$ cat config.mk
export PLATFORM = sky130hd
export DESIGN_NAME = wave_regs
export DESIGN_NICKNAME = d
export VERILOG_FILES = /design/src/design/siggen_pkg.sv /design/src/design/wave_regs.sv
export SDC_FILE = /design/constraint.sdc
export NUM_CORES = 2
export LEC_CHECK = 0
export ABC_AREA = 1
export BUFFER_PORTS_ARGS = -buffer_cell sky130_fd_sc_hd__buf_4
export CORE_MARGIN = 3
export CORE_UTILIZATION = 35
export DETAILED_ROUTE_END_ITERATION = 8
export PLACE_DENSITY = 0.6
export SLEW_MARGIN = 20
export SYNTH_ARGS = -nofsm -noshare
export SYNTH_HDL_FRONTEND = slang
export SYNTH_SLANG_ARGS = --single-unit
$ cat constraint.sdc
create_clock -name aclk -period 6.5 [get_ports aclk]
set_clock_uncertainty 0.15 [all_clocks]
set_input_delay 0.65 -clock aclk [delete_from_list [all_inputs] [get_ports aclk]]
set_output_delay 0.65 -clock aclk [all_outputs]
set_load 0.02 [all_outputs]
$ cat src/design/siggen_pkg.sv
/*
 shared sizes, register map and stage structs of the waveform generator
*/
`default_nettype none

package siggen_pkg;

	// envelope table
	localparam int TABLE_DEPTH = 256;
	localparam int TABLE_AW = $clog2(TABLE_DEPTH);

	// command queue
	localparam int QUEUE_DEPTH = 4;
	localparam int QPTR_W = $clog2(QUEUE_DEPTH);
	localparam int QCNT_W = QPTR_W + 1;

	// wishbone word addresses
	localparam logic [1:0] REG_MEM_ADDR = 2'd0;
	localparam logic [1:0] REG_MEM_DATA = 2'd1;
	localparam logic [1:0] REG_STATUS = 2'd2;

	// sample width and full scale of the triangle
	localparam int SAMPLE_W = 16;
	localparam logic signed [SAMPLE_W-1:0] TRI_MAX = 16'sd32767;

	// one queued waveform, 109 bits
	typedef struct packed {
		logic [31:0] freq;
		logic [31:0] phase;
		logic [TABLE_AW-1:0] addr;
		logic signed [SAMPLE_W-1:0] gain;
		logic [15:0] nsamp;
		logic [1:0] outsel;
		logic mode;
		logic stdysel;
		logic phrst;
	} wave_cmd_t;

	// decode to execute
	typedef struct packed {
		logic active;
		logic [31:0] inc;
		logic [31:0] phase;
		logic phrst;
		logic [TABLE_AW-1:0] addr;
		logic signed [SAMPLE_W-1:0] gain;
		logic [1:0] outsel;
		logic stdysel;
	} exec_req_t;

	// execute to result
	typedef struct packed {
		logic active;
		logic signed [SAMPLE_W-1:0] value;
		logic signed [SAMPLE_W-1:0] gain;
		logic stdysel;
	} shape_t;

endpackage

`default_nettype wire

$ cat src/design/wave_regs.sv
/*
 wishbone classic slave, envelope table ram with write pointer,
 status read and the pipeline read port
*/
`timescale 1ns/10ps
`default_nettype none

module wave_regs import siggen_pkg::*; (
	input wire logic aclk,
	input wire logic rst_n,
	input wire logic cyc,
	input wire logic stb,
	input wire logic we,
	input wire logic [1:0] adr,
	input wire logic [31:0] dat_w,
	output logic ack,
	output logic [31:0] dat_r,
	input wire logic [TABLE_AW-1:0] table_raddr,
	output logic signed [SAMPLE_W-1:0] table_rdata,
	input wire logic [QCNT_W-1:0] queue_count,
	input wire logic busy
);

	logic signed [SAMPLE_W-1:0] mem [TABLE_DEPTH];
	logic [TABLE_AW-1:0] wptr;
	logic access;
	logic wr_acc;
	logic rd_acc;

	// new cycle seen while ack is still low
	assign access = cyc & stb & ~ack;
	assign wr_acc = access & we;
	assign rd_acc = access & ~we;

	// single cycle ack and write pointer
	always_ff @(posedge aclk) begin
		if (!rst_n) begin
			ack <= 1'b0;
			wptr <= '0;
		end else begin
			ack <= access;
			if (wr_acc && adr == REG_MEM_ADDR) begin
				wptr <= dat_w[TABLE_AW-1:0];
			end else if (wr_acc && adr == REG_MEM_DATA) begin
				// auto increment after each data word
				wptr <= wptr + 1'b1;
			end
		end
	end

	// table write from the bus, read for the pipeline
	always_ff @(posedge aclk) begin
		if (wr_acc && adr == REG_MEM_DATA) begin
			mem[wptr] <= dat_w[SAMPLE_W-1:0];
		end
		table_rdata <= mem[table_raddr];
	end

	// read data lands with ack
	always_ff @(posedge aclk) begin
		if (rd_acc) begin
			case (adr)
				REG_MEM_ADDR: dat_r <= {{(32-TABLE_AW){1'b0}}, wptr};
				// fill count low, busy at bit 8
				REG_STATUS: dat_r <= {23'd0, busy, {(8-QCNT_W){1'b0}}, queue_count};
				default: dat_r <= 32'd0;
			endcase
		end
	end

endmodule

`default_nettype wire

; ---- After elaboration in Yosys (flattened, before gate mapping)
; Memory sizes are Yosys's and may differ from the RTL's. A register that Yosys moved wholly into a read port is not among the register bits.
; Index checks and enable logic that the tools add are counted.
[classes]
n_addsub = 1
multipliers = 0
div = 0
n_lt_le_gt_ge = 0
n_eq_ne = 2
shift = 0
mux = 5
bitwise_logic = 6
n_reduce_logical = 4
[op_table]
columns = op, count
row1 = case mux 9 bit (2 select lines), 1
row2 = 2-to-1 mux 8 bit, 2
row3 = "adder 8 x 1 -> 8 bit, second input constant", 1
row4 = bitwise AND 1 bit, 4
row5 = "== test 2 x 1 -> 1 bit, second input constant", 1
row6 = "== test 2 bit, second input constant", 1
row7 = logical AND 1 bit, 2
row8 = zero test 2 bit, 1
row9 = 2-to-1 mux 1 bit, 2
row10 = inverter 1 bit, 2
row11 = nonzero test 2 bit, 1
[word_totals]
regBits = 41
latch_bits = 0
ram_bits = 4096
romBits = 0
in_bits = 51
out_inout_bits = 49
memories = 1
[memory_table]
columns = name, words, width, read_ports, rd_ports_with_merged_regs, wr, line_no
row1 = mem, 256, 16, 1, 1, 1, wave_regs.sv:24  ; logic signed [SAMPLE_W-1:0] mem [TABLE_DEPTH];

; ---- Logic depth before layout (Yosys ltp)
[logic_depth]
ltp_word = 6
depth_mapped = 15
ltp_nobuf = 11

; ---- Least setup slack after synthesis
; Ideal clock, no wire load.
[synth_timing]
path_type = in2reg
start = input stb
end = memory mem[103][0], enable pin
arrival_time_ps = 2449
required_time_ps = 5962
path_slack_ps = 3513
stages = 9
path_buffers = 1
path_cell_list = inv_1 > nor2_2 > nand4_2 > nor2_2 > inv_2 > nor2_1 > nand2_2 > buf_2 > nor2_1
[synth_between]
elab_chain_cells = 6
[synth_rtl]
columns = element, line_no
row1 = "start, declared", wave_regs.sv:12  ; input wire logic stb,
row2 = bitwise AND 1 bit (2 in series), wave_regs.sv:31  ; assign access = cyc & stb & ~ack;
row3 = bitwise AND 1 bit, wave_regs.sv:32  ; assign wr_acc = access & we;
row4 = logical AND 1 bit, wave_regs.sv:53  ; if (wr_acc && adr == REG_MEM_DATA) begin
row5 = 2-to-1 mux 1 bit, wave_regs.sv:53
row6 = 2-to-1 mux 1 bit (not written as such), wave_regs.sv:54  ; mem[wptr] <= dat_w[SAMPLE_W-1:0];
row7 = "end, declared", wave_regs.sv:24
; No other way between the ends.

; ---- Final worst setup path
[layout_timing]
start = register ack
end = memory mem[198][8], enable pin
[layout_between]
elab_chain_cells = 6
[layout_rtl]
columns = element, line_no
row1 = "start, declared", wave_regs.sv:16  ; output logic ack,
row2 = "start signal, assigned", wave_regs.sv:41  ; ack <= access;
row3 = inverter 1 bit, wave_regs.sv:31
row4 = bitwise AND 1 bit, wave_regs.sv:31
row5 = bitwise AND 1 bit, wave_regs.sv:32
row6 = logical AND 1 bit, wave_regs.sv:53
row7 = 2-to-1 mux 1 bit, wave_regs.sv:53
row8 = 2-to-1 mux 1 bit (not written as such), wave_regs.sv:54
; No other way between the ends.

==> flow_metrics.py <==
metrics = {
    "outcome": {
        "outcome": "finished, violations left",
        "violations": "antenna rules",
    },
    "grt": {
        "grtUsageMet2_pct": 28.8,
        "grt_pass1_vias": 98200,
        "grt_antenna_before_repair": 22,
        "top_usage_layer": "met2",
        "grtUsageTotal_pct": 18.6,
        "gr-total-overflow": 0,
        "grt_max_degree": 186,
        "grt_pass1_wl_um": 676000,
        "met1_usage_pct": 26.4,
        "global_route.usage.met3_pct": 3.52,
    },
    "synthesis": {
        "synth-seq-area-share_pct": 74.2,
        "ys_warn_count": 0,
        "synth_seq_cells": 4130,
        "avgSynthCellArea_um2": 12.2,
        "ys_types": 29,
        "netlist_area_um2": 167000,
        "syn_inst": 13700,
    },
    "power_and_ir_drop": {
        "p_leak_nw": 64.7,
        "p_sw_share_pct": 22.4,
        "p_clk_share_pct": 42.4,
        "powerDensity_nw_per_um2": 301,
        "power_mw": 56.5,
        "intPower_mw": 43.8,
        "seqPwrFrac_pct": 51.9,
        "worst_ir_drop_vdd_mv": 0.217,
        "p_comb_share_pct": 5.7,
        "power_switching_mw": 12.7,
    },
    "worst_setup_path": {
        "crit_path_end_kind": "flip-flop",
        "crit_type": "flip-flop to flip-flop",
        "timing.rr.end": "mem[198][8]",
        "worstSetupStartpointType": "flip-flop",
        "path_max_fanout": 10,
        "rr_worst_depth": 8,
        "worst-r2r-setup-slack_ns": 2.38,
        "cp_data_arrival_time_ns": 4.64,
        "r2r_start": "ack",
        "cp_data_required_time_ns": 7.02,
    },
    "detailed_routing": {
        "routedWlPerCell_um": 22.9,
        "ant_nets": 1,
        "postRouteWirelength_um": 465000,
        "drc_errors": 0,
        "viasPerCell": 5.25,
        "firstDrtPassIters": 6,
        "drt_iter0_markers": 13000,
        "vias": 107000,
    },
    "sta": {
        "finalSetupTns_ns": 0,
        "fmax_mhz": 243,
        "finalCritPeriodShare_pct": 63.3,
        "period_needed_ns": 4.12,
        "drv_slew": 0,
        "grt_setup_unrepaired": "no",
        "hold_viol_final": 0,
        "setup_viol_count_final": 0,
        "maxSlewHeadroom_pct": 11.1,
        "whs_ns": 0.0229,
        "tightest_slew_ns": 1.33,
    },
    "floorplanning": {
        "die_w_um": 696,
        "rows": 252,
        "die_area_um2": 485000,
        "die_y_um": 696,
        "initial_core_util_pct": 35.3,
        "num_io_pins": 100,
        "core_area_um2": 473000,
    },
    "placement": {
        "gp_routability_congestion": 0.839,
        "portBuffers": 60,
        "dp.cells": 19500,
        "placed_area_um2": 174000,
        "hpwl_um": 245000,
    },
    "cells_and_area": {
        "fin_nets": 13800,
        "instances_no_fill": 20300,
        "multiInputGateArea_um2": 37500,
        "seqCellArea_um2": 124000,
        "drive_gt1_share_pct": 7.90,
        "n_fill_cell": 43900,
        "fin_area_um2": 188000,
        "mostFrequentLayoutCell": "nand2_1",
        "area_delta_synth_final_pct": 12.6,
        "mostFrequentLayoutCells": "nand2_1 (4214), edfxtp_1 (4105), nand3_1 (4036)",
    },
    "clocking": {
        "clk_pin_slew_ns": 0.06,
        "h-tree-depth": 5,
        "numCtsBuffers": 417,
        "root_buffer": "clkbuf_16",
        "post-cts-setup-buffers": 0,
        "cts_buffer_depth": 4,
        "cts_tree": "yes",
        "cts_resized": 0,
        "clock_latency_ns": 1.01,
        "cts.sinks": 4130,
    },
    "hold_path": {
        "min_to": "mem[240][2]",
        "hold_start": "dat_w[2]",
        "hp-class": "input port to flip-flop",
        "holdPathStages": 1,
    },
    "job": {
        "cap_violations": 0,
    },
}
-- worst max-delay path by stage --
stage / start / endpoint / slack (ns)
6_report: ack / mem[198][8] / 2.38
5_1_grt: wptr[5] / mem[57][0] / 2.28
4_1_cts: ack / mem[146][4] / 2.54
3_5_place_dp: table_raddr[0] / table_rdata[8] / 2.05
3_3_place_gp: table_raddr[0] / table_rdata[8] / 2.02
2_1_floorplan: stb / mem[103][0] / 3.51
-- layout make-up --
type	instances	area share (%)
diodes	17	0.0227
clock buffers	520	5.87
clock inverters	249	1.32
inverters	33	0.0940
multi-input cells	8601	20.0
flip-flops and latches	4130	65.9
well taps	6223	4.15
repair buffers	523	2.64
-- synthesized netlist by cell type (all sizes together) --
cell    instances  share of area, %
nand2        4229               9.5
conb            1            0.0022
nand3        4036                12
clkbuf        128              0.29
nor3            1            0.0030
edfxtp       4105                74
ha              4             0.030
xor2            2             0.011
a21oi           6             0.018
o21ai           8             0.024
and3            1            0.0038
o22ai           1            0.0038
nor2          283              0.64
a211oi          1            0.0045
inv            33             0.077
o211ai          2            0.0090
dfxtp          25              0.30
buf           830               3.0
nand4           1            0.0075
a31oi           3             0.011
-- power by group through the flow --
| stage | Combinational (mW) | Clock (mW) | Sequential (mW) |
|---|---|---|---|
| global placement | 3.17 | 0 | 29.9 |
| finish | 3.22 | 24.0 | 29.3 |
| detailed placement | 3.20 | 0 | 29.9 |
| global route | 3.49 | 25.4 | 29.3 |
| CTS | 3.22 | 24.3 | 29.3 |
| floorplan | 1.79 | 0 | 29.9 |
-- metrics by stage --
stage | utilization [%] | setup slack [ns]
floorplan | - | 3.51
global placement | 36.8 | 2.02
detailed placement | 36.8 | 2.05
CTS | 39.7 | 2.54
global route | 39.7 | 2.28
finish | 39.7 | 2.38
-- kinds of logic after synthesis --
kind of cell | Yosys count | synth area share, %
simple gates | 8551 | 22.3
flops | 4130 | 74.2
buf+inv | 991 | 3.36
compound gates | 21 | 0.0705
fa+ha+maj | 4 | 0.0300
xor+xnor | 2 | 0.0105
other cells | 1 | 0.00225
-- worst max-delay path: stages, from the launching register on --
cell	delay, ns
dfxtp_1	0.32
nor2_2	0.13
nand4_2	0.33
nor2_2	0.33
inv_2	0.12
nor2_1	0.35
nand2_2	0.69
nor2_1	1.02
buf_4	0.34
-- routing by layer --
| layer | share of wire [%] | vias up |
|---|---|---|
| met3 | 8.8 | 718 |
| met4 | 3.1 | 12 |
| met5 | 0.015 | - |
| met2 | 46 | 4472 |
| li1 | - | 48900 |
| met1 | 42 | 52500 |
-- state kept, by name (all words and copies together) (netlist names) --
name,count
mem,4096
ack,1
wptr,8
table_rdata,16
dat_r,9
-- repair_timing --
| action | in CTS | in global routing |
|---|---|---|
| setup endpoints to repair | 0 | 0 |
| hold buffers | 22 | 0 |
| hold endpoints to repair | 247 | 0 |
Power figures use the tool's default switching activity.
