<file path="src/design/siggen_pkg.sv">
/*
 shared sizes, register map and stage structs of the waveform generator
*/
`default_nettype none

package siggen_pkg;

	// envelope table
	localparam int TABLE_DEPTH = 256;
	localparam int TABLE_AW = $clog2(TABLE_DEPTH);

	// command queue
	localparam int QUEUE_DEPTH = 4;
	localparam int QPTR_W = $clog2(QUEUE_DEPTH);
	localparam int QCNT_W = QPTR_W + 1;

	// wishbone word addresses
	localparam logic [1:0] REG_MEM_ADDR = 2'd0;
	localparam logic [1:0] REG_MEM_DATA = 2'd1;
	localparam logic [1:0] REG_STATUS = 2'd2;

	// sample width and full scale of the triangle
	localparam int SAMPLE_W = 16;
	localparam logic signed [SAMPLE_W-1:0] TRI_MAX = 16'sd32767;

	// one queued waveform, 109 bits
	typedef struct packed {
		logic [31:0] freq;
		logic [31:0] phase;
		logic [TABLE_AW-1:0] addr;
		logic signed [SAMPLE_W-1:0] gain;
		logic [15:0] nsamp;
		logic [1:0] outsel;
		logic mode;
		logic stdysel;
		logic phrst;
	} wave_cmd_t;

	// decode to execute
	typedef struct packed {
		logic active;
		logic [31:0] inc;
		logic [31:0] phase;
		logic phrst;
		logic [TABLE_AW-1:0] addr;
		logic signed [SAMPLE_W-1:0] gain;
		logic [1:0] outsel;
		logic stdysel;
	} exec_req_t;

	// execute to result
	typedef struct packed {
		logic active;
		logic signed [SAMPLE_W-1:0] value;
		logic signed [SAMPLE_W-1:0] gain;
		logic stdysel;
	} shape_t;

endpackage

`default_nettype wire

</file>
<file path="src/design/wave_result.sv">
/*
 gain scaling and output register with steady state hold or zero
*/
`timescale 1ns/10ps
`default_nettype none

module wave_result import siggen_pkg::*; (
	input wire logic aclk,
	input wire logic rst_n,
	input wire shape_t shp,
	output logic signed [SAMPLE_W-1:0] dout,
	output logic dout_valid
);

	logic signed [2*SAMPLE_W-1:0] gain_prod;
	logic signed [2*SAMPLE_W-1:0] gain_sh;

	// q15 gain, truncated back to sample width
	assign gain_prod = $signed(shp.value) * $signed(shp.gain);
	assign gain_sh = gain_prod >>> 15;

	always_ff @(posedge aclk) begin
		if (!rst_n) begin
			dout <= '0;
			dout_valid <= 1'b0;
		end else begin
			dout_valid <= shp.active;
			if (shp.active) begin
				dout <= gain_sh[SAMPLE_W-1:0];
			end else if (shp.stdysel) begin
				// zero steady state
				dout <= '0;
			end
			// otherwise last sample stays on the output
		end
	end

endmodule

`default_nettype wire

</file>
<file path="config.mk">
export PLATFORM = sky130hd
export DESIGN_NAME = wave_result
export DESIGN_NICKNAME = d
export VERILOG_FILES = /design/src/design/siggen_pkg.sv /design/src/design/wave_result.sv
export SDC_FILE = /design/constraint.sdc
export NUM_CORES = 1
export LEC_CHECK = 0
export ABC_CLOCK_PERIOD_IN_PS = 5170
export BUFFER_PORTS_ARGS = -buffer_cell sky130_fd_sc_hd__buf_2
export CAP_MARGIN = 20
export CORE_ASPECT_RATIO = 0.8
export CORE_UTILIZATION = 59
export DETAILED_ROUTE_END_ITERATION = 8
export GPL_ROUTABILITY_DRIVEN = 0
export PLACE_DENSITY = 0.87
export SYNTH_ARGS = -nofsm -noshare
export SYNTH_HDL_FRONTEND = slang
export SYNTH_SLANG_ARGS = --single-unit
</file>
<file path="constraint.sdc">
create_clock -name aclk -period 5.17 [get_ports aclk]
set_input_delay 0 -clock aclk [delete_from_list [all_inputs] [get_ports aclk]]
set_output_delay 0 -clock aclk [all_outputs]
set_load 0.02 [all_outputs]
</file>
### Yosys cells after proc, flatten, opt, wreduce, memory -nomap -nowiden

Index checks and enable logic that the tools add are counted.

| cells by class | value |
|---|---|
| multiply operators | 1 |
| mux-type cells | 2 |
| reductions and logical operators | 1 |

Operators with widths:

| kind | number |
|---|---|
| 2-to-1 mux 16 bit | 2 |
| multiplier 16 x 16 -> 31 bit | 1 |
| nonzero test 2 bit | 1 |

| word-level totals | value |
|---|---|
| register bits after elaboration | 17 |

### Depth between registers and ports, before layout

Gate-level depths: netlist (run 1).

| logic depth | value |
|---|---|
| depth after elaboration | 2 |
| mapped depth | 22 |
| depth with buffers taken out | 21 |

### Least setup slack after synthesis (run 1)

Ideal clock, no wire load.

| timing | value |
|---|---|
| path type | in2reg |
| start | in shp[2] (netlist bit) |
| end | reg dout[13] |
| library setup time | 0.126 ns |
| arrival time | 5.562 ns |
| required time | 5.044 ns |
| slack | -0.518 ns |
| stages | 22 |
| cell sequence | clkbuf_1 -> nand2_1 -> inv_1 -> fa_1 -> inv_1 -> fa_1 -> inv_1 -> fa_1 -> fa_1 -> fa_1 -> inv_1 -> fa_1 -> inv_1 -> ha_1 -> nand2_1 -> o21ai_1 -> or4_4 -> o221ai_4 -> o21ai_1 -> a21oi_1 -> xor2_1 -> o21ai_0 |

| between the ends | value |
|---|---|
| word-level cells in the longest chain between the ends | 2 |

RTL lines:

| element | RTL line | source |
|---|---|---|
| start: declaration | wave_result.sv:10 | `input wire shape_t shp,` |
| multiplier 16 x 16 -> 31 bit | wave_result.sv:19 | `assign gain_prod = $signed(shp.value) * $signed(shp.gain);` |
| 2-to-1 mux 16 bit | wave_result.sv:28 | `if (shp.active) begin` |
| end signal: assignment | wave_result.sv:29 | `dout <= gain_sh[SAMPLE_W-1:0];` |
| end: declaration | wave_result.sv:11 | `output logic signed [SAMPLE_W-1:0] dout,` |

No other way between the ends.
A chain may end at the register's enable or synchronous reset.

### Worst setup path in the final report (run 1)

| timing | value |
|---|---|
| start | in shp[7] (netlist bit) |
| end | reg dout[15] |

Same word-level chain as after synthesis.

==> results of run 1 <==
cells by family after synthesis:
| group | count (synthesis) | synth area share [%] |
|---|---|---|
| compound gates | 68 | 4.725 |
| xor+xnor | 28 | 2.489 |
| fa+ha+maj | 332 | 61.60 |
| buf+inv | 320 | 12.19 |
| flops | 17 | 3.454 |
| simple gates | 307 | 15.54 |
synth_stat cells (4+ instances only):
library cell | count | area [µm²]
nand4_1 | 5 | 31.28
nor2_1 | 16 | 60.06
nor3b_1 | 5 | 37.54
inv_1 | 286 | 1074
fa_1 | 255 | 5105
nor2b_1 | 4 | 25.02
a21o_1 | 5 | 37.54
xor2_1 | 11 | 96.34
nand2_1 | 143 | 536.8
xnor2_1 | 17 | 148.9
clkbuf_1 | 33 | 123.9
o21bai_1 | 6 | 45.04
o21ai_0 | 12 | 60.06
and2_1 | 116 | 725.7
dfxtp_1 | 17 | 340.3
ha_1 | 77 | 963.4
nor3_1 | 4 | 20.02
nand2b_1 | 6 | 37.54
a21oi_1 | 20 | 100.1
flip-flops by register name, indices dropped and copies added (netlist names):
register	count
dout	16
dout_valid	1
cell type report:
class | instances | share of cell area [%]
repair buffers | 164 | 11.53
clock inverters | 1 | 0.04249
multi-input cells | 735 | 73.48
clock buffers | 3 | 0.6373
well taps | 215 | 2.284
inverters | 286 | 9.134
flip-flops and latches | 17 | 2.889
routing by layer:
metal,routed length (µm),track usage (%),up-vias
met2,13930,60.18,511
met1,9852,40.59,4018
met4,1762,15.89,0
met5,0,0,-
met3,2964,8.140,172
li1,-,-,3376
timing repair:
action | CTS | global route
setup endpoints to repair | 11 | 15
pin swaps | 29 | 22
setup buffers | 4 | 7
resized for setup | 79 | 45
gates cloned | 0 | 1
worst max-delay path by stage:
| stage | cells after the start | endpoint |
|---|---|---|
| 3_5_place_dp | 20 | dout[15]$_SDFFE_PN0P_ |
| 6_report | 21 | dout[15]$_SDFFE_PN0P_ |
| 3_3_place_gp | 19 | dout[15]$_SDFFE_PN0P_ |
| 5_1_grt | 22 | dout[15]$_SDFFE_PN0P_ |
| 4_1_cts | 19 | dout[11]$_SDFFE_PN0P_ |
| 2_1_floorplan | 19 | dout[11]$_SDFFE_PN0P_ |
per-stage QoR:
stage / TNS, ns / area [µm²] / setup WS (ns) / utilization (%) / hold WS (ns)
finish: -0.5804 / 11780 / -0.1572 / 73.37 / 0.07032
global route: -1.915 / 11780 / -0.3372 / 73.37 / 0.06799
CTS: -0.03605 / 11500 / -0.02942 / 71.64 / 0.06342
detailed placement: -6.580 / 11130 / -0.6258 / 69.34 / 0.3321
global placement: -3.361 / 11130 / -0.3467 / 69.34 / 0.3257
floorplan: -0.2967 / 9982 / -0.07412 / - / 0.1282
cell usage in the layout, fill, tap and decap left out, types with 9 or more instances in the layout:
cell,n
a21oi_1,11
and2_1,109
buf_2,29
buf_4,106
buf_6,16
dfxtp_1,17
fa_1,240
fa_2,15
ha_1,67
ha_4,9
inv_1,274
inv_2,11
nand2_1,139
nor2_1,16
o21ai_0,10
xnor2_1,17
xor2_1,9
==> metrics.md, run 1 <==
| Metric | Value |
|---|---|
| Run status | finished, violations left |
| Failing checks | setup timing |
| Root Buffer | clkbuf_16 |
| DP Wirelength | approximately 22,000 µm |
| Die Width | between 100 and 150 µm |
| FILL cells | between 1,000 and 1,500 |
| RSZ-0062 raised after global routing | true |
| Post-synth net total | about 1,400 |
| Synth Flop Type | dfxtp_1 |
| Starting Density | about three fifths |
| Setup crit start | shp[7] |
| Clk Latency, worst-skew pair | 0.25 ns |
| Diode count | 0 |
| Vias in the first global route | 9,281 |
| Hold Crit Depth | 2 |
| Top delay family on crit path | adder cells |
| Ports | 53 |
| Minimum clock period | between 5 and 6 ns |
| CTS clk-pin slew, worst paths | approximately 0.060 ns |
| EDFF count, synth | 0 |
| PortBufs | between 50 and 60 |
| Seq cells post-synth | 17 |
| TritonCTS clock tree | built |
| Largest net degree at the start of global routing | 18 |
| Hold Crit Endpoint | dout[3]$_SDFFE_PN0P_ |
| R2r startpoint | dout[0]$_SDFFE_PN0P_ |
| Synthesized instance count | 1,072 |
| Worst-path cell with the longest stage delay | fa_2 |
| Placement Rows | 41 |
| WP data required | 5.29 ns |
| Post-synthesis sequential area ratio | ~3.5% |
| Worst reg-to-reg setup slack | 4.28 ns |
| CP startpoint kind | input pin |
| Nets | approximately 1,600 |
| GRT Util Overall | between 30% and 40% |
| DRT Pass-1 Iters | 6 |
| Ys async rst share | 0% |
| Worst-path fanout max | 11 |
| H-tree depth | 1 |
| Relative slew slack | roughly three fifths |
| Worst hold path type | input pin to flop |
| Finished Layout Cells | about 1,400 |
| Setup violators final | 7 |
| Hold buffer count at cts | 0 |
| Total gr overflow | 0 |
| Mean Syn Cell Area | just over 9 µm² |
| Total CTS buffers | 3 |
| Share of layout cells above drive strength 1 | 20.32% |
| CP max stage delay | between 0.6 and 0.7 ns |
| Seq. cell area | around 340 µm² |
| Initial antenna violation count | 0 |
| Yosys cell types | between 40 and 50 |
| Fin. Hold Viols | 0 |
| Via density | 5.684 |
| Max-cap viol count | 0 |
| Mapped Area | between 9000 and 10,000 µm² |
| First-pass GRT wire length | about 46,000 µm |
| R2R cell count | 2 |
| Critical Path Sink Type | flop |
| CP Buf/Inv Count | 5 |
| Arrival time of the worst setup path | 5.45 ns |
| Hold path start | rst_n |
| Multi-input logic area | 8656 µm² |
| Initial drt markers | roughly 850 |
| Final Cycle Share | 103.0% |
| Longest Clk Path Bufs | 2 |
| Clock skew | 0 ns |
| Layout area overhead | 19.57% |
| # clock sinks | 17 |
| DIE AREA | between 15,000 and 20,000 µm² |
| Die Y | approximately 120 µm |
| Yosys Warn Count | 0 |
| Placed cells | roughly 1,400 |
| Post-DRT Antenna Nets | 0 |
| DRC errors left | 0 |
| Cell mode on critical path | fa_1 |
| Critical-path cell list | buf_8, buf_4, nand2_2, fa_2, inv_2, fa_1, fa_1, fa_1, fa_1, inv_1, fa_1, inv_2, ha_4, a21oi_4, o21ai_2, or4_4, o221ai_4, o211ai_2, a31oi_2, xnor2_1, o21ai_1 |
| DR WL/cell | 20.06 µm |
| F_max | 187.7 MHz |
| Least-Margin Pin Slew | about 0.62 ns |
| Worst setup path category | input pin to flop |
| Crit Reg-Reg Endpoint | dout[0]$_SDFFE_PN0P_ |
| Core area | between 15,000 and 20,000 µm² |
| Final slew viol count | 0 |
| Via count | between 8,000 and 9,000 |
| WL final | about 29,000 µm |
| Final setup margin | -0.1572 ns |
Power of run 1 is left out: the tool's default activity adds up to more than one toggle a clock period on the data nets, which glitch-free logic cannot reach.
==> run 2, diff against run 1 <==
--- a/config.mk
+++ b/config.mk
@@ -9,5 +9,5 @@
 export BUFFER_PORTS_ARGS = -buffer_cell sky130_fd_sc_hd__buf_2
 export CAP_MARGIN = 20
-export CORE_ASPECT_RATIO = 0.8
+export CORE_MARGIN = 2
 export CORE_UTILIZATION = 59
 export DETAILED_ROUTE_END_ITERATION = 8
==> constraint.sdc (replaced) <==
create_clock -name aclk -period 5.17 [get_ports aclk]
set_input_delay 0 -clock aclk [delete_from_list [all_inputs] [get_ports aclk]]
set_output_delay 0 -clock aclk [all_outputs]
set_load 0.01 [all_outputs]
==> metrics.md, run 2 (same netlist as run 1, synthesis figures left out) <==
| Metric | Value |
|---|---|
| Total CTS buffers | 3 (unchanged) |
| Least-Margin Pin Slew | 0.4596 ns (was 0.6200 ns) |
| Ports | 53 (unchanged) |
| Hold buffer count at cts | 0 (unchanged) |
| First-pass GRT wire length | 40,410 µm (was 46,030 µm) |
| Die Y | 133.2 µm (was 117.6 µm) |
| Initial antenna violation count | 0 (unchanged) |
| Run status | finished, violations left (unchanged) |
| Largest register FFs | 16 (unchanged) |
| Total gr overflow | 0 (unchanged) |
| Leading cell type in the layout, fill and taps excluded | inv_1 (unchanged) |
| Worst setup path category | input pin to flop (unchanged) |
| Via count | 7,665 (was 8,077) |
| F_max | 190.2 MHz (was 187.7 MHz) |
| Nets | 1,567 (was 1,575) |
| TritonCTS clock tree | built (unchanged) |
| DRC errors left | 0 (unchanged) |
| Top reg by flops | dout (unchanged) |
| Worst-path fanout max | 12 (was 11) |
| Post-DRT Antenna Nets | 0 (unchanged) |
| Max-cap viol count | 0 (unchanged) |
| Fin. Hold Viols | 0 (unchanged) |
| Clock skew | 0 ns (unchanged) |
| Failing checks | setup timing (unchanged) |
| H-tree depth | 1 (unchanged) |
| Root Buffer | clkbuf_16 (unchanged) |
| Setup violators final | 4 (was 7) |
| WL final | 24,600 µm (was 28,510 µm) |
| Hold_ws | 0.08382 ns (was 0.07032 ns) |
| Share of layout cells above drive strength 1 | 20.37% (was 20.32%) |
| CP startpoint kind | input pin (unchanged) |
| Final Cycle Share | 101.7% (was 103.0%) |
| Layout area overhead | 18.21% (was 19.57%) |
| DRT Pass-1 Iters | 5 (was 6) |
| DIE AREA | 17,750 µm² (was 17,220 µm²) |
| Diode count | 0 (unchanged) |
| WP data required | 5.29 ns (about the same) |
| Final setup margin | -0.08827 ns (was -0.1572 ns) |
| Final slew viol count | 0 (unchanged) |
| Starting Density | 59.83% (was 61.36%) |
| Via density | 5.406 (was 5.684) |
| CTS clk-pin slew, worst paths | 0.05 ns (was 0.06 ns) |
| DR WL/cell | 17.35 µm (was 20.06 µm) |
| Relative slew slack | 69.36% (was 58.23%) |
| Critical Path Sink Type | flop (unchanged) |
| RSZ-0062 raised after global routing | true (unchanged) |
| PortBufs | 52 (unchanged) |
| Largest net degree at the start of global routing | 16 (was 18) |
| Die Width | 133.2 µm (was 146.5 µm) |
| DP Wirelength | 20,410 µm (was 22,440 µm) |
| # clock sinks | 17 (unchanged) |
| Worst hold path type | input pin to flop (unchanged) |
| Regs by FF count | dout (16), dout_valid (1) (unchanged) |
| Vias in the first global route | 8,867 (was 9,281) |
| Placement Rows | 47 (was 41) |
| Initial drt markers | 379 (was 852) |
| Commonest non-fill, non-tap cells in the layout | 272 x inv_1, 241 x fa_1, 137 x nand2_1 (was 274 x inv_1, 240 x fa_1, 139 x nand2_1) |
| Clk Latency, worst-skew pair | 0.24 ns (was 0.25 ns) |
| GRT Util Overall | 28.81% (was 34.60%) |
| Arrival time of the worst setup path | 5.37 ns (was 5.45 ns) |
| Longest Clk Path Bufs | 2 (unchanged) |
| Minimum clock period | 5.258 ns (was 5.327 ns) |
| Core area | 16,470 µm² (was 16,060 µm²) |
| Post-layout util | 70.73% (was 73.37%) |
| FILL cells | 1,149 (was 1,011) |
-- run 2: metrics by stage --
| stage | area, µm² | setup TNS, ns | std cells | worst slack, ns |
|---|---|---|---|---|
| after floorplan | 9982 | -0.2967 | 1072 | -0.07412 |
| after global placement | 11050 | -2.638 | 1401 | -0.2675 |
| after detailed placement | 11050 | -4.351 | 1401 | -0.4661 |
| after CTS | 11330 | -0.03750 | 1410 | -0.02397 |
| after global routing | 11650 | -1.200 | 1418 | -0.2284 |
| final | 11650 | -0.1755 | 1418 | -0.08827 |
-- run 2: what timing repair did --
item / 4_1_cts / 5_1_grt
endpoints found under the setup margin: 9 / 15
pin swaps: 23 / 25
gates resized for setup: 51 / 74
setup buffers: 5 / 7
gates cloned: 0 / 1
-- run 2: layout make-up --
cell class              instances  area, µm²  share of cell area (%)
multi-input cells             735       8640                   74.18
flip-flops and latches         17      340.3                   2.922
repair buffers                156       1236                   10.61
well taps                     220      275.3                   2.364
inverters                     286       1076                   9.239
clock buffers                   4      78.83                  0.6768
-- run 2: worst paths after layout --
check	start	slack (ns)	end	depth (start not counted)
worst max-delay path	shp[10]	-0.09	dout[15]$_SDFFE_PN0P_	22
worst min-delay path	rst_n	0.08	dout[7]$_SDFFE_PN0P_	2
worst max register to register	dout[0]$_SDFFE_PN0P_	4.31	dout[0]$_SDFFE_PN0P_	2
worst min register to register	dout[5]$_SDFFE_PN0P_	0.45	dout[5]$_SDFFE_PN0P_	2
-- run 2: worst max-delay path, cell delays in order --
cell and delay [ns]:
buf_4 0.17, buf_4 0.17, nand2_1 0.09, fa_1 0.53, inv_1 0.07, fa_1 0.41
inv_2 0.09, fa_2 0.44, inv_1 0.10, fa_2 0.43, fa_1 0.49, inv_1 0.05
fa_1 0.48, inv_1 0.05, ha_2 0.18, a21o_4 0.23, or4_4 0.54, o221ai_4 0.29
o211ai_2 0.13, a31oi_2 0.17, xnor2_1 0.17, o21ai_1 0.10
-- run 2: layer usage --
layer / vias up / GRT usage [%] / share of wire, %
li1: 3356 / - / -
met1: 3898 / 31.31 / 34
met2: 295 / 55.79 / 56
met3: 116 / 3.082 / 4.2
met4: 0 / 13.77 / 5.5
met5: - / 0 / 0
Power of run 2 is left out for the same reason.
