===== src/design/siggen_pkg.sv =====
/*
 shared sizes, register map and stage structs of the waveform generator
*/
`default_nettype none

package siggen_pkg;

	// envelope table
	localparam int TABLE_DEPTH = 256;
	localparam int TABLE_AW = $clog2(TABLE_DEPTH);

	// command queue
	localparam int QUEUE_DEPTH = 4;
	localparam int QPTR_W = $clog2(QUEUE_DEPTH);
	localparam int QCNT_W = QPTR_W + 1;

	// wishbone word addresses
	localparam logic [1:0] REG_MEM_ADDR = 2'd0;
	localparam logic [1:0] REG_MEM_DATA = 2'd1;
	localparam logic [1:0] REG_STATUS = 2'd2;

	// sample width and full scale of the triangle
	localparam int SAMPLE_W = 16;
	localparam logic signed [SAMPLE_W-1:0] TRI_MAX = 16'sd32767;

	// one queued waveform, 109 bits
	typedef struct packed {
		logic [31:0] freq;
		logic [31:0] phase;
		logic [TABLE_AW-1:0] addr;
		logic signed [SAMPLE_W-1:0] gain;
		logic [15:0] nsamp;
		logic [1:0] outsel;
		logic mode;
		logic stdysel;
		logic phrst;
	} wave_cmd_t;

	// decode to execute
	typedef struct packed {
		logic active;
		logic [31:0] inc;
		logic [31:0] phase;
		logic phrst;
		logic [TABLE_AW-1:0] addr;
		logic signed [SAMPLE_W-1:0] gain;
		logic [1:0] outsel;
		logic stdysel;
	} exec_req_t;

	// execute to result
	typedef struct packed {
		logic active;
		logic signed [SAMPLE_W-1:0] value;
		logic signed [SAMPLE_W-1:0] gain;
		logic stdysel;
	} shape_t;

endpackage

`default_nettype wire


===== src/design/wave_decode.sv =====
/*
 command queue and sample sequencer, one request per clock,
 periodic replay when nothing else is queued
*/
`timescale 1ns/10ps
`default_nettype none

module wave_decode import siggen_pkg::*; (
	input wire logic aclk,
	input wire logic rst_n,
	input wire wave_cmd_t cmd,
	input wire logic cmd_valid,
	output logic cmd_ready,
	output exec_req_t req,
	output logic [TABLE_AW-1:0] table_raddr,
	output logic [QCNT_W-1:0] queue_count,
	output logic busy
);

	wave_cmd_t q_mem [QUEUE_DEPTH];
	logic [QPTR_W-1:0] wr_ptr;
	logic [QPTR_W-1:0] rd_ptr;
	logic [QCNT_W-1:0] count;
	logic [QCNT_W-1:0] count_nxt;

	// current waveform
	wave_cmd_t cur;
	logic playing;
	logic first;
	logic [15:0] k;
	logic last;
	logic push;
	logic pop;

	assign push = cmd_valid & cmd_ready;
	assign last = playing && (k == cur.nsamp - 16'd1);
	// take the next command when idle or on the final sample
	assign pop = (!playing || last) && (count != '0);

	// table address goes out with the request it belongs to
	assign table_raddr = cur.addr + k[TABLE_AW-1:0];
	assign queue_count = count;
	assign busy = playing | (count != '0);

	always_comb begin
		count_nxt = count;
		if (push && !pop) begin
			count_nxt = count + 1'b1;
		end else if (pop && !push) begin
			count_nxt = count - 1'b1;
		end
	end

	// queue storage and current command
	always_ff @(posedge aclk) begin
		if (push) begin
			q_mem[wr_ptr] <= cmd;
		end
		if (pop) begin
			cur <= q_mem[rd_ptr];
		end
	end

	always_ff @(posedge aclk) begin
		if (!rst_n) begin
			wr_ptr <= '0;
			rd_ptr <= '0;
			count <= '0;
			cmd_ready <= 1'b0;
			playing <= 1'b0;
			first <= 1'b0;
			k <= '0;
			req <= '0;
		end else begin
			if (push) begin
				wr_ptr <= wr_ptr + 1'b1;
			end
			if (pop) begin
				rd_ptr <= rd_ptr + 1'b1;
			end
			count <= count_nxt;
			// registered so ready stays low through reset
			cmd_ready <= (count_nxt != QCNT_W'(QUEUE_DEPTH));

			if (playing) begin
				req.active <= 1'b1;
				req.inc <= cur.freq;
				req.phase <= cur.phase;
				// phase reset only on the first sample
				req.phrst <= first & cur.phrst;
				req.addr <= table_raddr;
				req.gain <= cur.gain;
				req.outsel <= cur.outsel;
				req.stdysel <= cur.stdysel;
				first <= 1'b0;
			end else begin
				// other fields hold, stdysel stays for steady state
				req.active <= 1'b0;
			end

			if (pop) begin
				playing <= 1'b1;
				first <= 1'b1;
				k <= '0;
			end else if (last) begin
				// replay keeps the phase running
				if (cur.mode) begin
					k <= '0;
				end else begin
					playing <= 1'b0;
				end
			end else if (playing) begin
				k <= k + 16'd1;
			end
		end
	end

endmodule

`default_nettype wire


===== config.mk =====
export PLATFORM = sky130hd
export DESIGN_NAME = wave_decode
export DESIGN_NICKNAME = d
export VERILOG_FILES = /design/src/design/siggen_pkg.sv /design/src/design/wave_decode.sv
export SDC_FILE = /design/constraint.sdc
export NUM_CORES = 1
export LEC_CHECK = 0
export ABC_CLOCK_PERIOD_IN_PS = 4800
export BUFFER_PORTS_ARGS = -buffer_cell sky130_fd_sc_hd__buf_2
export CAP_MARGIN = 25
export CORE_MARGIN = 8
export CORE_UTILIZATION = 59
export DETAILED_ROUTE_END_ITERATION = 6
export PLACE_DENSITY = 0.85
export SETUP_SLACK_MARGIN = 0.2
export SLEW_MARGIN = 20
export SYNTH_ARGS = -nofsm -noshare
export SYNTH_HDL_FRONTEND = slang
export SYNTH_SLANG_ARGS = --single-unit

===== constraint.sdc =====
create_clock -name aclk -period 4.8 [get_ports aclk]
set_input_delay 0.24 -clock aclk [delete_from_list [all_inputs] [get_ports aclk]]
set_output_delay 0.24 -clock aclk [all_outputs]
set_load 0.005 [all_outputs]

# Word-level counts from Yosys, hierarchy flattened
# Memories as Yosys holds them, arrays and structs flattened. A register that Yosys moved wholly into a read port is not among the register bits.
# Index checks and enable logic that the tools add are counted.
# totals
elab_cells	59
ram_bits	436
register_bits	119
memories	1
# op_classes
n_addsub	7
bitwise	4
reduce_logical	15
eq_ne	4
mux	13
# mem_list
memory	words	word_bits	read_ports	rd_ports_with_merged_regs	wr	line	source
q_mem	4	109	1	1	1	wave_decode.sv:20	wave_cmd_t q_mem [QUEUE_DEPTH];
# ops
op	n
$mux W16	3
$add A16 B1 Y16 const B	1
$eq A16 B16 Y1	1
$sub A16 B1 Y16 const B	1
$add A8 B8 Y8	1
$mux W1	8
$mux W3	2
$reduce_bool A2 Y1	3
$add A2 B1 Y2 const B	2
$logic_and A1 B1 Y1	4
$reduce_and A2 Y1	2
$add A3 B1 Y3 const B	1
$logic_not A1 Y1	3
$ne A3 B3 Y1 const B	1
$reduce_bool A3 Y1	1
$sub A3 B1 Y3 const B	1
$and A1 B1 Y1	2
$ne A2 B1 Y1 const B	1
$ne A2 B2 Y1 const B	1
$reduce_or A2 Y1	1
$logic_or A1 B1 Y1	1
$not A1 Y1	1
$or A1 B1 Y1	1

# Longest topological paths before layout
# Gate-level depths: netlist of the first run.
# depth
ltp_word	9
ltp_mapped	14
depth_no_buf	11

# Worst setup path after synthesis of the first run
# OpenSTA, ideal clock, no wires.
# synth_timing
path_type	reg-to-reg
from	register, netlist name cur[7]
to	register k[13]
slack_ns	1.000
t_arrival_ns	3.668
stages_incl_launch_ff	14
path_buffers	4
cell_sequence	edfxtp_1 > or3_1 > clkbuf_2 > or4_4 > a211oi_2 > nand2b_1 > or4b_4 > o21ai_4 > and2_1 > buf_6 > or2b_1 > buf_6 > buf_8 > a21oi_1
# synth_via
elab_chain_cells	6
# synth_lines
item	line	source
$sub A16 B1 Y16	wave_decode.sv:36	assign last = playing && (k == cur.nsamp - 16'd1);
$eq A16 B16 Y1	wave_decode.sv:36	
$logic_and A1 B1 Y1	wave_decode.sv:36	
$logic_or A1 B1 Y1	wave_decode.sv:38	assign pop = (!playing || last) && (count != '0);
$logic_and A1 B1 Y1	wave_decode.sv:38	
net pop	wave_decode.sv:33	logic pop;
$reduce_or A2 Y1 (no source line)	--	
end signal: assignment	wave_decode.sv:113	k <= k + 16'd1;
end: declaration	wave_decode.sv:30	logic [15:0] k;
# The timed path passes the listed nets, and every way through them passes these cells.
# A chain may end at the register's enable or synchronous reset.

# Worst setup path after layout of the first run
# layout_timing
from	register, netlist name cur[5]
to	register cmd_ready
# layout_via
elab_chain_cells	9
# layout_lines
item	line	source
$sub A16 B1 Y16 (*)	wave_decode.sv:36	
$eq A16 B16 Y1 (*)	wave_decode.sv:36	
$logic_and A1 B1 Y1 (*)	wave_decode.sv:36	
$logic_or A1 B1 Y1 (*)	wave_decode.sv:38	
$logic_and A1 B1 Y1 (*)	wave_decode.sv:38	
$logic_and A1 B1 Y1 or $logic_not A1 Y1 (tied branches)	wave_decode.sv:49, wave_decode.sv:47	
$mux W3 or $logic_and A1 B1 Y1 (tied branches)	wave_decode.sv:49, wave_decode.sv:47	
$mux W3 (*)	wave_decode.sv:47	if (push && !pop) begin
$ne A3 B3 Y1 (*)	wave_decode.sv:83	cmd_ready <= (count_nxt != QCNT_W'(QUEUE_DEPTH));
end signal: assignment	wave_decode.sv:83	
end: declaration	wave_decode.sv:13	output logic cmd_ready,
# Every way passes the cells marked *; elsewhere a longest branch is shown, timed or not.

==> results of run 1 <==
worst paths after layout:
check	to	startpoint
worst max-delay path	cmd_ready	cur[5]
worst min-delay path	wr_ptr[1]	cmd_valid
worst max register to register	cmd_ready	cur[5]
worst min register to register	req[27]	first
state kept, by name, summed over array words and instances, names as in the netlist:
signal       count
first            1
cur            109
cmd_ready        1
wr_ptr           2
k               16
playing          1
rd_ptr           2
queue_count      3
req             93
q_mem          436
placed cells by master (no fill, tap or decap), types with 8 or more instances in the layout:
master and instances:
mux2i_1 89, clkinv_2 11, dfxtp_1 116, nor2b_1 93
buf_2 216, a21oi_1 22, edfxtp_1 545, clkbuf_1 19
dlygate4sd3_1 109, mux4_2 109, clkbuf_16 71, clkbuf_8 8
o21ai_0 11, xnor2_1 23, nor2_1 18, ha_1 16
nand2_1 10, inv_1 19, buf_4 12, nand3_1 10
layer usage:
| metal | track usage [%] | routed length (microns) |
|---|---|---|
| met5 | 0 | 22 |
| met4 | 8.326 | 1420 |
| met3 | 3.950 | 3691 |
| met1 | 29.23 | 20970 |
| met2 | 38.15 | 27880 |
cells by family (layout without fill, tap and decap cells):
family                   count (synthesis)  after routing  share of synthesized area (%)
multiplexers                           198            198                          13.57
other                                    0              5                              0
buffers and inverters                   75            483                          1.294
AND/OR/NAND/NOR                        199            199                          4.921
flip-flops                             664            664                          76.02
XOR/XNOR                                29             29                          1.030
adder cells (fa/ha/maj)                 18             18                         0.9335
AO/OA/AOI/OAI                           79             79                          2.232
final cells by class:
| type | count | area [sq um] | share of cell area (%) |
|---|---|---|---|
| Antenna cell | 5 | 12.51 | 0.04209 |
| Clock buffer | 98 | 1958 | 6.587 |
| Clock inverter | 23 | 246.5 | 0.8291 |
| Inverter | 19 | 71.32 | 0.2399 |
| Multi-Input combinational cell | 523 | 5617 | 18.89 |
| Sequential cell | 664 | 18760 | 63.10 |
| Tap cell | 539 | 674.4 | 2.269 |
| Timing Repair Buffer | 343 | 2390 | 8.039 |
worst max-delay path, delay by kind of cell (launching register included):
kind                     cells  cell delay [ns]
flip-flops                   1             0.44
adder cells (fa/ha/maj)      1             0.25
AND/OR/NAND/NOR              3             1.39
buffers and inverters        2             0.54
AO/OA/AOI/OAI                6             1.35
power by group:
part | leakage [nW] | switching (mW) | internal [mW]
clock network | 1.09 | 2.11 | 3.11
logic | 3.28 | 1.71 | 1.51
registers | 5.97 | 0.617 | 7.45
timing repair:
action | in CTS | in global routing
endpoints found under the hold margin | 436 | 0
hold buffers | 109 | 0
gates resized for setup | 0 | 0
setup buffers | 0 | 0
through the flow:
step	utilization [%]	cells	hold slack (ns)
5_1_grt	71.51	2214	0.05370
6_report	71.51	2214	0.05960
2_1_floorplan	-	1262	0.3389
3_3_place_gp	63.49	1978	0.4506
4_1_cts	71.42	2208	0.02855
3_5_place_dp	63.49	1978	0.4548
==> metrics.md, run 1 <==
| Metric | Value |
|---|---|
| Synth top area cells | edfxtp_1 (66%), mux4_2 (10%), dfxtp_1 (9.7%) |
| First-pass GRT wire length | 82.22 mm |
| Routed Antenna Nets | 0 |
| Power density cells | ~560 nW/um^2 |
| Core area | 41,570 sq um |
| Clk_skew | 0.02781 ns |
| Initial antenna violation count | 7 |
| H-tree depth | 3 |
| Overall routing resource usage | a little under a quarter |
| Synth Area per Inst | 19.54 sq um |
| Distinct cells, synth | 65 |
| Design area | 29,730 sq um |
| Dominant cell type by area after synthesis | edfxtp_1 |
| Worst EP required | 5.30 ns |
| Initial drt markers | 1,209 |
| Vias | 13,000 |
| Outcome | complete, no violations |
| Final setup vio count | 0 |
| Commonest cells post-synth | edfxtp_1 (545), dfxtp_1 (119), mux4_2 (109) |
| Number of buffers created by CTS | 67 |
| Mapped Nets | 1,391 |
| Most frequent cell after synthesis | edfxtp_1 |
| RSZ-0062 raised after global routing | false |
| Die width | 220.4 microns |
| Final Max Tran Viols | 0 |
| Dpl cell area | 26,390 sq um |
| Total Negative Setup Slacks | 0 ns |
| Total gr overflow | 0 |
| Die ar. | slightly below 50,000 sq um |
| Critical Path Start Type | flip-flop |
| Synth Warn # | 0 |
| Remaining routing DRC violations | 0 |
| Detailed placer's ending HPWL | a little under 30 mm |
| Post-layout nets | 1,747 |
| Kind of critical path | flip-flop to flip-flop |
| FFs w/ async S/R, synth | 0% |
| Pre-antenna DRT Iters | 5 |
| CTS tree | built |
| Worst min path class | input pin to flip-flop |
| Actual slew at the worst max-slew pin | 1.066 ns |
| Deepest clock path buffer count | 3 |
| Sequence of cells on the critical path | inv_1 > ha_1 > nor4b_1 > a31o_2 > and3b_1 > o21bai_1 > a221o_1 > o21ai_4 > and2_4 > buf_4 > o311a_1 > o41a_1 |
| Slew HR | 28.95% |
| Synth Cell Area | around 25,000 sq um |
| Reg2Reg Setup Slack | 0.74 ns |
| Row cnt | 75 |
| Largest net degree at the start of global routing | 110 |
| Routed WL | 53.98 mm |
| Post-Place Setup Slack | just over 0.8 ns |
| Vias in the first global route | between 10,000 and 15,000 |
| Crit path max fanout | 35 |
| Sink Count | approximately 660 |
| Slowest cell on the critical path | nor4b_1 |
| Synth top area share | 66.36% |
| Post-synth EDFFs | between 500 and 600 |
| Post-layout min period | about 4.1 ns |
| WL per Instance | 24.38 microns |
| Achievable frequency | around 0.25 GHz |
| Vias per cell | 5.872 |
| Clk root buf | clkbuf_16 |
| I/O pins | 218 |
| Setup ws final | between 0.7 and 0.8 ns |
| Critical path capture point type | flip-flop |
| Worst hold path cell count | 3 |
| Max_cap viols | 0 |
| Leakage | 10.34 nW |
| CP arrival | 4.56 ns |
| Port Buffers | 217 |
| Final Hold Viols | 0 |
| RePlAce Congestion | 0.8123 |
| Clock transition at path regs | approximately 0.06 ns |
| Max VDD drop | 0.4321 mV |
| Post-layout power | ~17 mW |
| Fillers | 2,399 |
| Skew-Pair Late Insertion Delay | between 0.5 and 0.6 ns |
| Worst r2r path cells | 12 |
| Die Span Y | around 220 microns |
| Most used DFF post-synth | edfxtp_1 |
| Tcrit/Tclk final | 84.60% |
| Post-Synthesis Cells | 1,262 |
| Share of cells above drive strength 1 | 27.84% |
| Starting Density | 59.32% |
| Seq/Total Area, Yosys | 76.02% |
| Biggest cell delay along the critical path | just over 0.7 ns |
| Flops & latches, synth | 664 |
| Syn-to-layout area delta | 20.55% |
Power figures use the tool's default switching activity.
==> inputs of run 2 (changes only) <==
- ABC_AREA: unset -> 1
- ABC_CLOCK_PERIOD_IN_PS: 4800 -> 3700
- CORE_UTILIZATION: 59 -> 53
- PLACE_DENSITY: 0.85 -> 0.81
- clock period: 4.8 -> 3.7 ns (I/O delays scaled with it)
==> run 2 against run 1 <==
Effect of this change: design area increased by 0.35%; synthesized area up 0.17%; largest cell class unchanged; combinational power grew 57%; clock power increased by 30%; first-iteration DRC count up 41%; die area increased by 11%; critical path type unchanged.
==> metrics.md, run 2 <==
| Metric | Value |
|---|---|
| Slowest cell on the critical path | inv_4 (was nor4b_1) |
| Worst path most repeated cell | nand2_1 |
| Power density cells | 749.0 nW/um^2 (was 555.2 nW/um^2) |
| Largest register FFs | 436 (unchanged) |
| Die width | 231.9 microns (was 220.4 microns) |
| Max_cap viols | 0 (unchanged) |
| Worst min path class | input pin to flip-flop (unchanged) |
| Clock transition at path regs | 0.06 ns (about the same) |
| Share of cells above drive strength 1 | 16.04% (was 27.84%) |
| Most frequent cell after synthesis | edfxtp_1 (unchanged) |
| Sw frac | 30.88% (was 26.90%) |
| WP buf/inv | 3 (was 2) |
| Switching pwr | 6.900 mW (was 4.440 mW) |
| Vias | 16,580 (was 13,000) |
| Synth Cell Area | 24,700 sq um (was 24,660 sq um) |
| Starting Density | 53.40% (was 59.32%) |
| Final Max Tran Viols | 0 (unchanged) |
| Combinational family with the most area after synthesis | compound AO/OA/AOI/OAI gates (was multiplexers) |
| Int Pwr | 15.44 mW (was 12.07 mW) |
| Adder-cell share of the synthesized area | 0.8914% (was 0.9335%) |
| Initial drt markers | 1,708 (was 1,209) |
| Initial antenna violation count | 7 (unchanged) |
| Routed Antenna Nets | 0 (unchanged) |
| Clk root buf | clkbuf_16 (unchanged) |
| Comb pwr share | 22.6% (was 19.5%) |
| Vias per cell | 5.711 (was 5.872) |
| Max VDD drop | 0.6538 mV (was 0.4321 mV) |
| Biggest regs | q_mem x436, cur x109, req x93 (unchanged) |
| Die Span Y | 231.9 microns (was 220.4 microns) |
| Clk_skew | 0.02959 ns (was 0.02781 ns) |
| Dpl cells | 2,666 (was 1,978) |
| Achievable frequency | 0.3218 GHz (was 0.2463 GHz) |
| Biggest register | q_mem (unchanged) |
| WL per Instance | 20.71 microns (was 24.38 microns) |
| Simple-gate area share of the yosys netlist | 9.370% (was 4.921%) |
| Dominant cell type by area after synthesis | edfxtp_1 (unchanged) |
| Critical path capture point type | flip-flop (unchanged) |
| Syn-to-layout area delta | 20.76% (was 20.55%) |
| Final setup vio count | 0 (unchanged) |
| Detailed placer's ending HPWL | 32.31 mm (was 29.24 mm) |
| Final core utilization | 64.49% (was 71.51%) |
| Final hold slack | 0.03433 ns (was 0.05960 ns) |
| Commonest non-fill, non-tap cell in the layout | edfxtp_1 (unchanged) |
| Seq/Total Area, Yosys | 75.89% (was 76.02%) |
| Synth Area per Inst | 12.79 sq um (was 19.54 sq um) |
| Clk pwr share | 30.3% (was 31.6%) |
| Row cnt | 79 (was 75) |
| H-tree depth | 3 (unchanged) |
| Skew-Pair Late Insertion Delay | 0.60 ns (was 0.58 ns) |
| Leakage | 10.96 nW (was 10.34 nW) |
| XOR/XNOR Fraction of Synth Area | 1.064% (was 1.030%) |
| Remaining routing DRC violations | 0 (unchanged) |
| Post-synthesis mux area share | 0% (was 13.57%) |
| FFs w/ async S/R, synth | 0% (unchanged) |
| Sink Count | 664 (unchanged) |
| Distinct cells, synth | 34 (was 65) |
| Sequence of cells on the critical path | inv_1 > ha_1 > nand2_2 > nor2_4 > nand2_1 > nand2_1 > nand2_1 > nor2_1 > nand2_1 > nor2_1 > nand2_2 > nand2_4 > nand2_4 > inv_4 > buf_4 (was inv_1 > ha_1 > nor4b_1 > a31o_2 > and3b_1 > o21bai_1 > a221o_1 > o21ai_4 > and2_4 > buf_4 > o311a_1 > o41a_1) |
| Synth top area cells | edfxtp_1 (66%), dfxtp_1 (9.6%), nor2_1 (6.5%) (was edfxtp_1 (66%), mux4_2 (10%), dfxtp_1 (9.7%)) |
| Flops & latches, synth | 664 (unchanged) |
| Slew HR | 33.78% (was 28.95%) |
| Fillers | 3,241 (was 2,399) |
| Actual slew at the worst max-slew pin | 0.9933 ns (was 1.066 ns) |
| Fin cells | 2,903 (was 2,214) |
| CP arrival | 3.39 ns (was 4.56 ns) |
| Synth top area share | 66.25% (was 66.36%) |
| Die ar. | 53,780 sq um (was 48,600 sq um) |
| Kind of cell adding the most delay to the critical path | simple AND/OR/NAND/NOR gates (unchanged) |
| Outcome | complete, no violations (unchanged) |
| Post-layout nets | 2,367 (was 1,747) |
| Total Negative Setup Slacks | 0 ns (unchanged) |
| RSZ-0062 raised after global routing | false (unchanged) |
| Number of buffers created by CTS | 67 (unchanged) |
| Mapped Nets | 2,060 (was 1,391) |
| Overall routing resource usage | 22.03% (was 22.54%) |
| Total gr overflow | 0 (unchanged) |
| Post-layout min period | 3.108 ns (was 4.061 ns) |
| Vias in the first global route | 17,030 (was 13,790) |
| Biggest cell delay along the critical path | 0.47 ns (was 0.72 ns) |
| Commonest non-fill, non-tap cells in the layout | edfxtp_1 (545), nor2_1 (427), o21ai_0 (322) (was edfxtp_1 (545), buf_2 (216), dfxtp_1 (116)) |
| Deepest clock path buffer count | 3 (unchanged) |
| Largest net degree at the start of global routing | 220 (was 110) |
| Commonest cells post-synth | edfxtp_1 (545), nor2_1 (431), o21ai_0 (322) (was edfxtp_1 (545), dfxtp_1 (119), mux4_2 (109)) |
| Tcrit/Tclk final | 84.00% (was 84.60%) |
| CTS tree | built (unchanged) |
| Final Hold Viols | 0 (unchanged) |
| Synth Warn # | 0 (unchanged) |
| Port Buffers | 217 (unchanged) |
| Worst EP required | 3.98 ns (was 5.30 ns) |
| Critical Path Start Type | flip-flop (unchanged) |
| Pre-antenna DRT Iters | 5 (unchanged) |
| Most used DFF post-synth | edfxtp_1 (unchanged) |
| Routed WL | 60.13 mm (was 53.98 mm) |
| First-pass GRT wire length | 93.29 mm (was 82.22 mm) |
| Crit path max fanout | 34 (was 35) |
| Complex-gate fraction of the synthesized area | 10.14% (was 2.232%) |
| Sequential power share | 47.1% (was 48.9%) |
| I/O pins | 218 (unchanged) |
| Post-synth EDFFs | 545 (unchanged) |
| Post-Synthesis Cells | 1,931 (was 1,262) |
| RePlAce Congestion | 0.8092 (was 0.8123) |
| Kind of critical path | flip-flop to flip-flop (unchanged) |
| Core area | 46,260 sq um (was 41,570 sq um) |
run 2: cells by family (layout without fill, tap and decap cells):
family                     Yosys count  in the layout
other                                0              8
AOI/OAI and AO/OA                  468            468
DFF                                664            664
adders and majority gates           17             17
and+or+nand+nor                    580            580
buffers and inverters              172            529
xor gates and xnor gates            30             30
run 2: worst min-delay path: stages:
cell and delay [ns]:
buf_4 0.24, nand2_1 0.12, inv_1 0.04
run 2: layout make-up:
cell class / count / area [sq um] / area share, %
Sequential cell: 664 / 18760 / 62.88
Timing Repair Buffer: 346 / 2487 / 8.338
Antenna cell: 8 / 20.02 / 0.06711
Tap cell: 607 / 759.5 / 2.546
Multi-Input combinational cell: 1095 / 5333 / 17.88
Clock buffer: 94 / 1962 / 6.576
Inverter: 64 / 250.2 / 0.8388
Clock inverter: 25 / 261.5 / 0.8766
run 2: what timing repair did:
action | in CTS | in global routing
hold buffers | 109 | 0
hold endpoints to repair | 436 | 0
setup buffers | 0 | 0
gates resized for setup | 0 | 0
run 2: metrics by stage:
stage	cell area, sq um	worst slack, ns	power (mW)
3_5_place_dp	26470	0.6793	15.54
3_3_place_gp	26470	0.7982	15.27
4_1_cts	29780	0.6360	22.40
2_1_floorplan	24710	-0.2130	13.49
5_1_grt	29820	0.4234	23.36
6_report	29830	0.5920	22.34
run 2: power groups by stage:
stage | sequential (mW) | combinational, mW | clock, mW
6_report | 10.5 | 5.05 | 6.77
3_3_place_gp | 10.6 | 4.67 | 0
5_1_grt | 10.6 | 5.58 | 7.13
2_1_floorplan | 10.5 | 3.00 | 0
3_5_place_dp | 10.7 | 4.88 | 0
4_1_cts | 10.5 | 5.03 | 6.85
run 2: layer usage:
| layer | share of wire [%] | wire, microns | GRT usage, % | up-vias |
|---|---|---|---|---|
| met2 | 50 | 30030 | 37.59 | 753 |
| met4 | 2.7 | 1631 | 8.597 | 2 |
| met3 | 8.1 | 4872 | 4.422 | 111 |
| met1 | 39 | 23580 | 27.48 | 8205 |
| li1 | - | - | - | 7507 |
| met5 | 0.022 | 13 | 0 | - |
run 2: worst paths after layout:
kind / from / endpoint / slack, ns / cells after the start
setup / recovery: cur[5] / cur[8] / 0.59 / 15
setup reg to reg: cur[5] / cur[8] / 0.59 / 15
hold reg to reg: cur[33] / req[15] / 0.47 / 2
hold / removal: rst_n / req[92] / 0.03 / 3
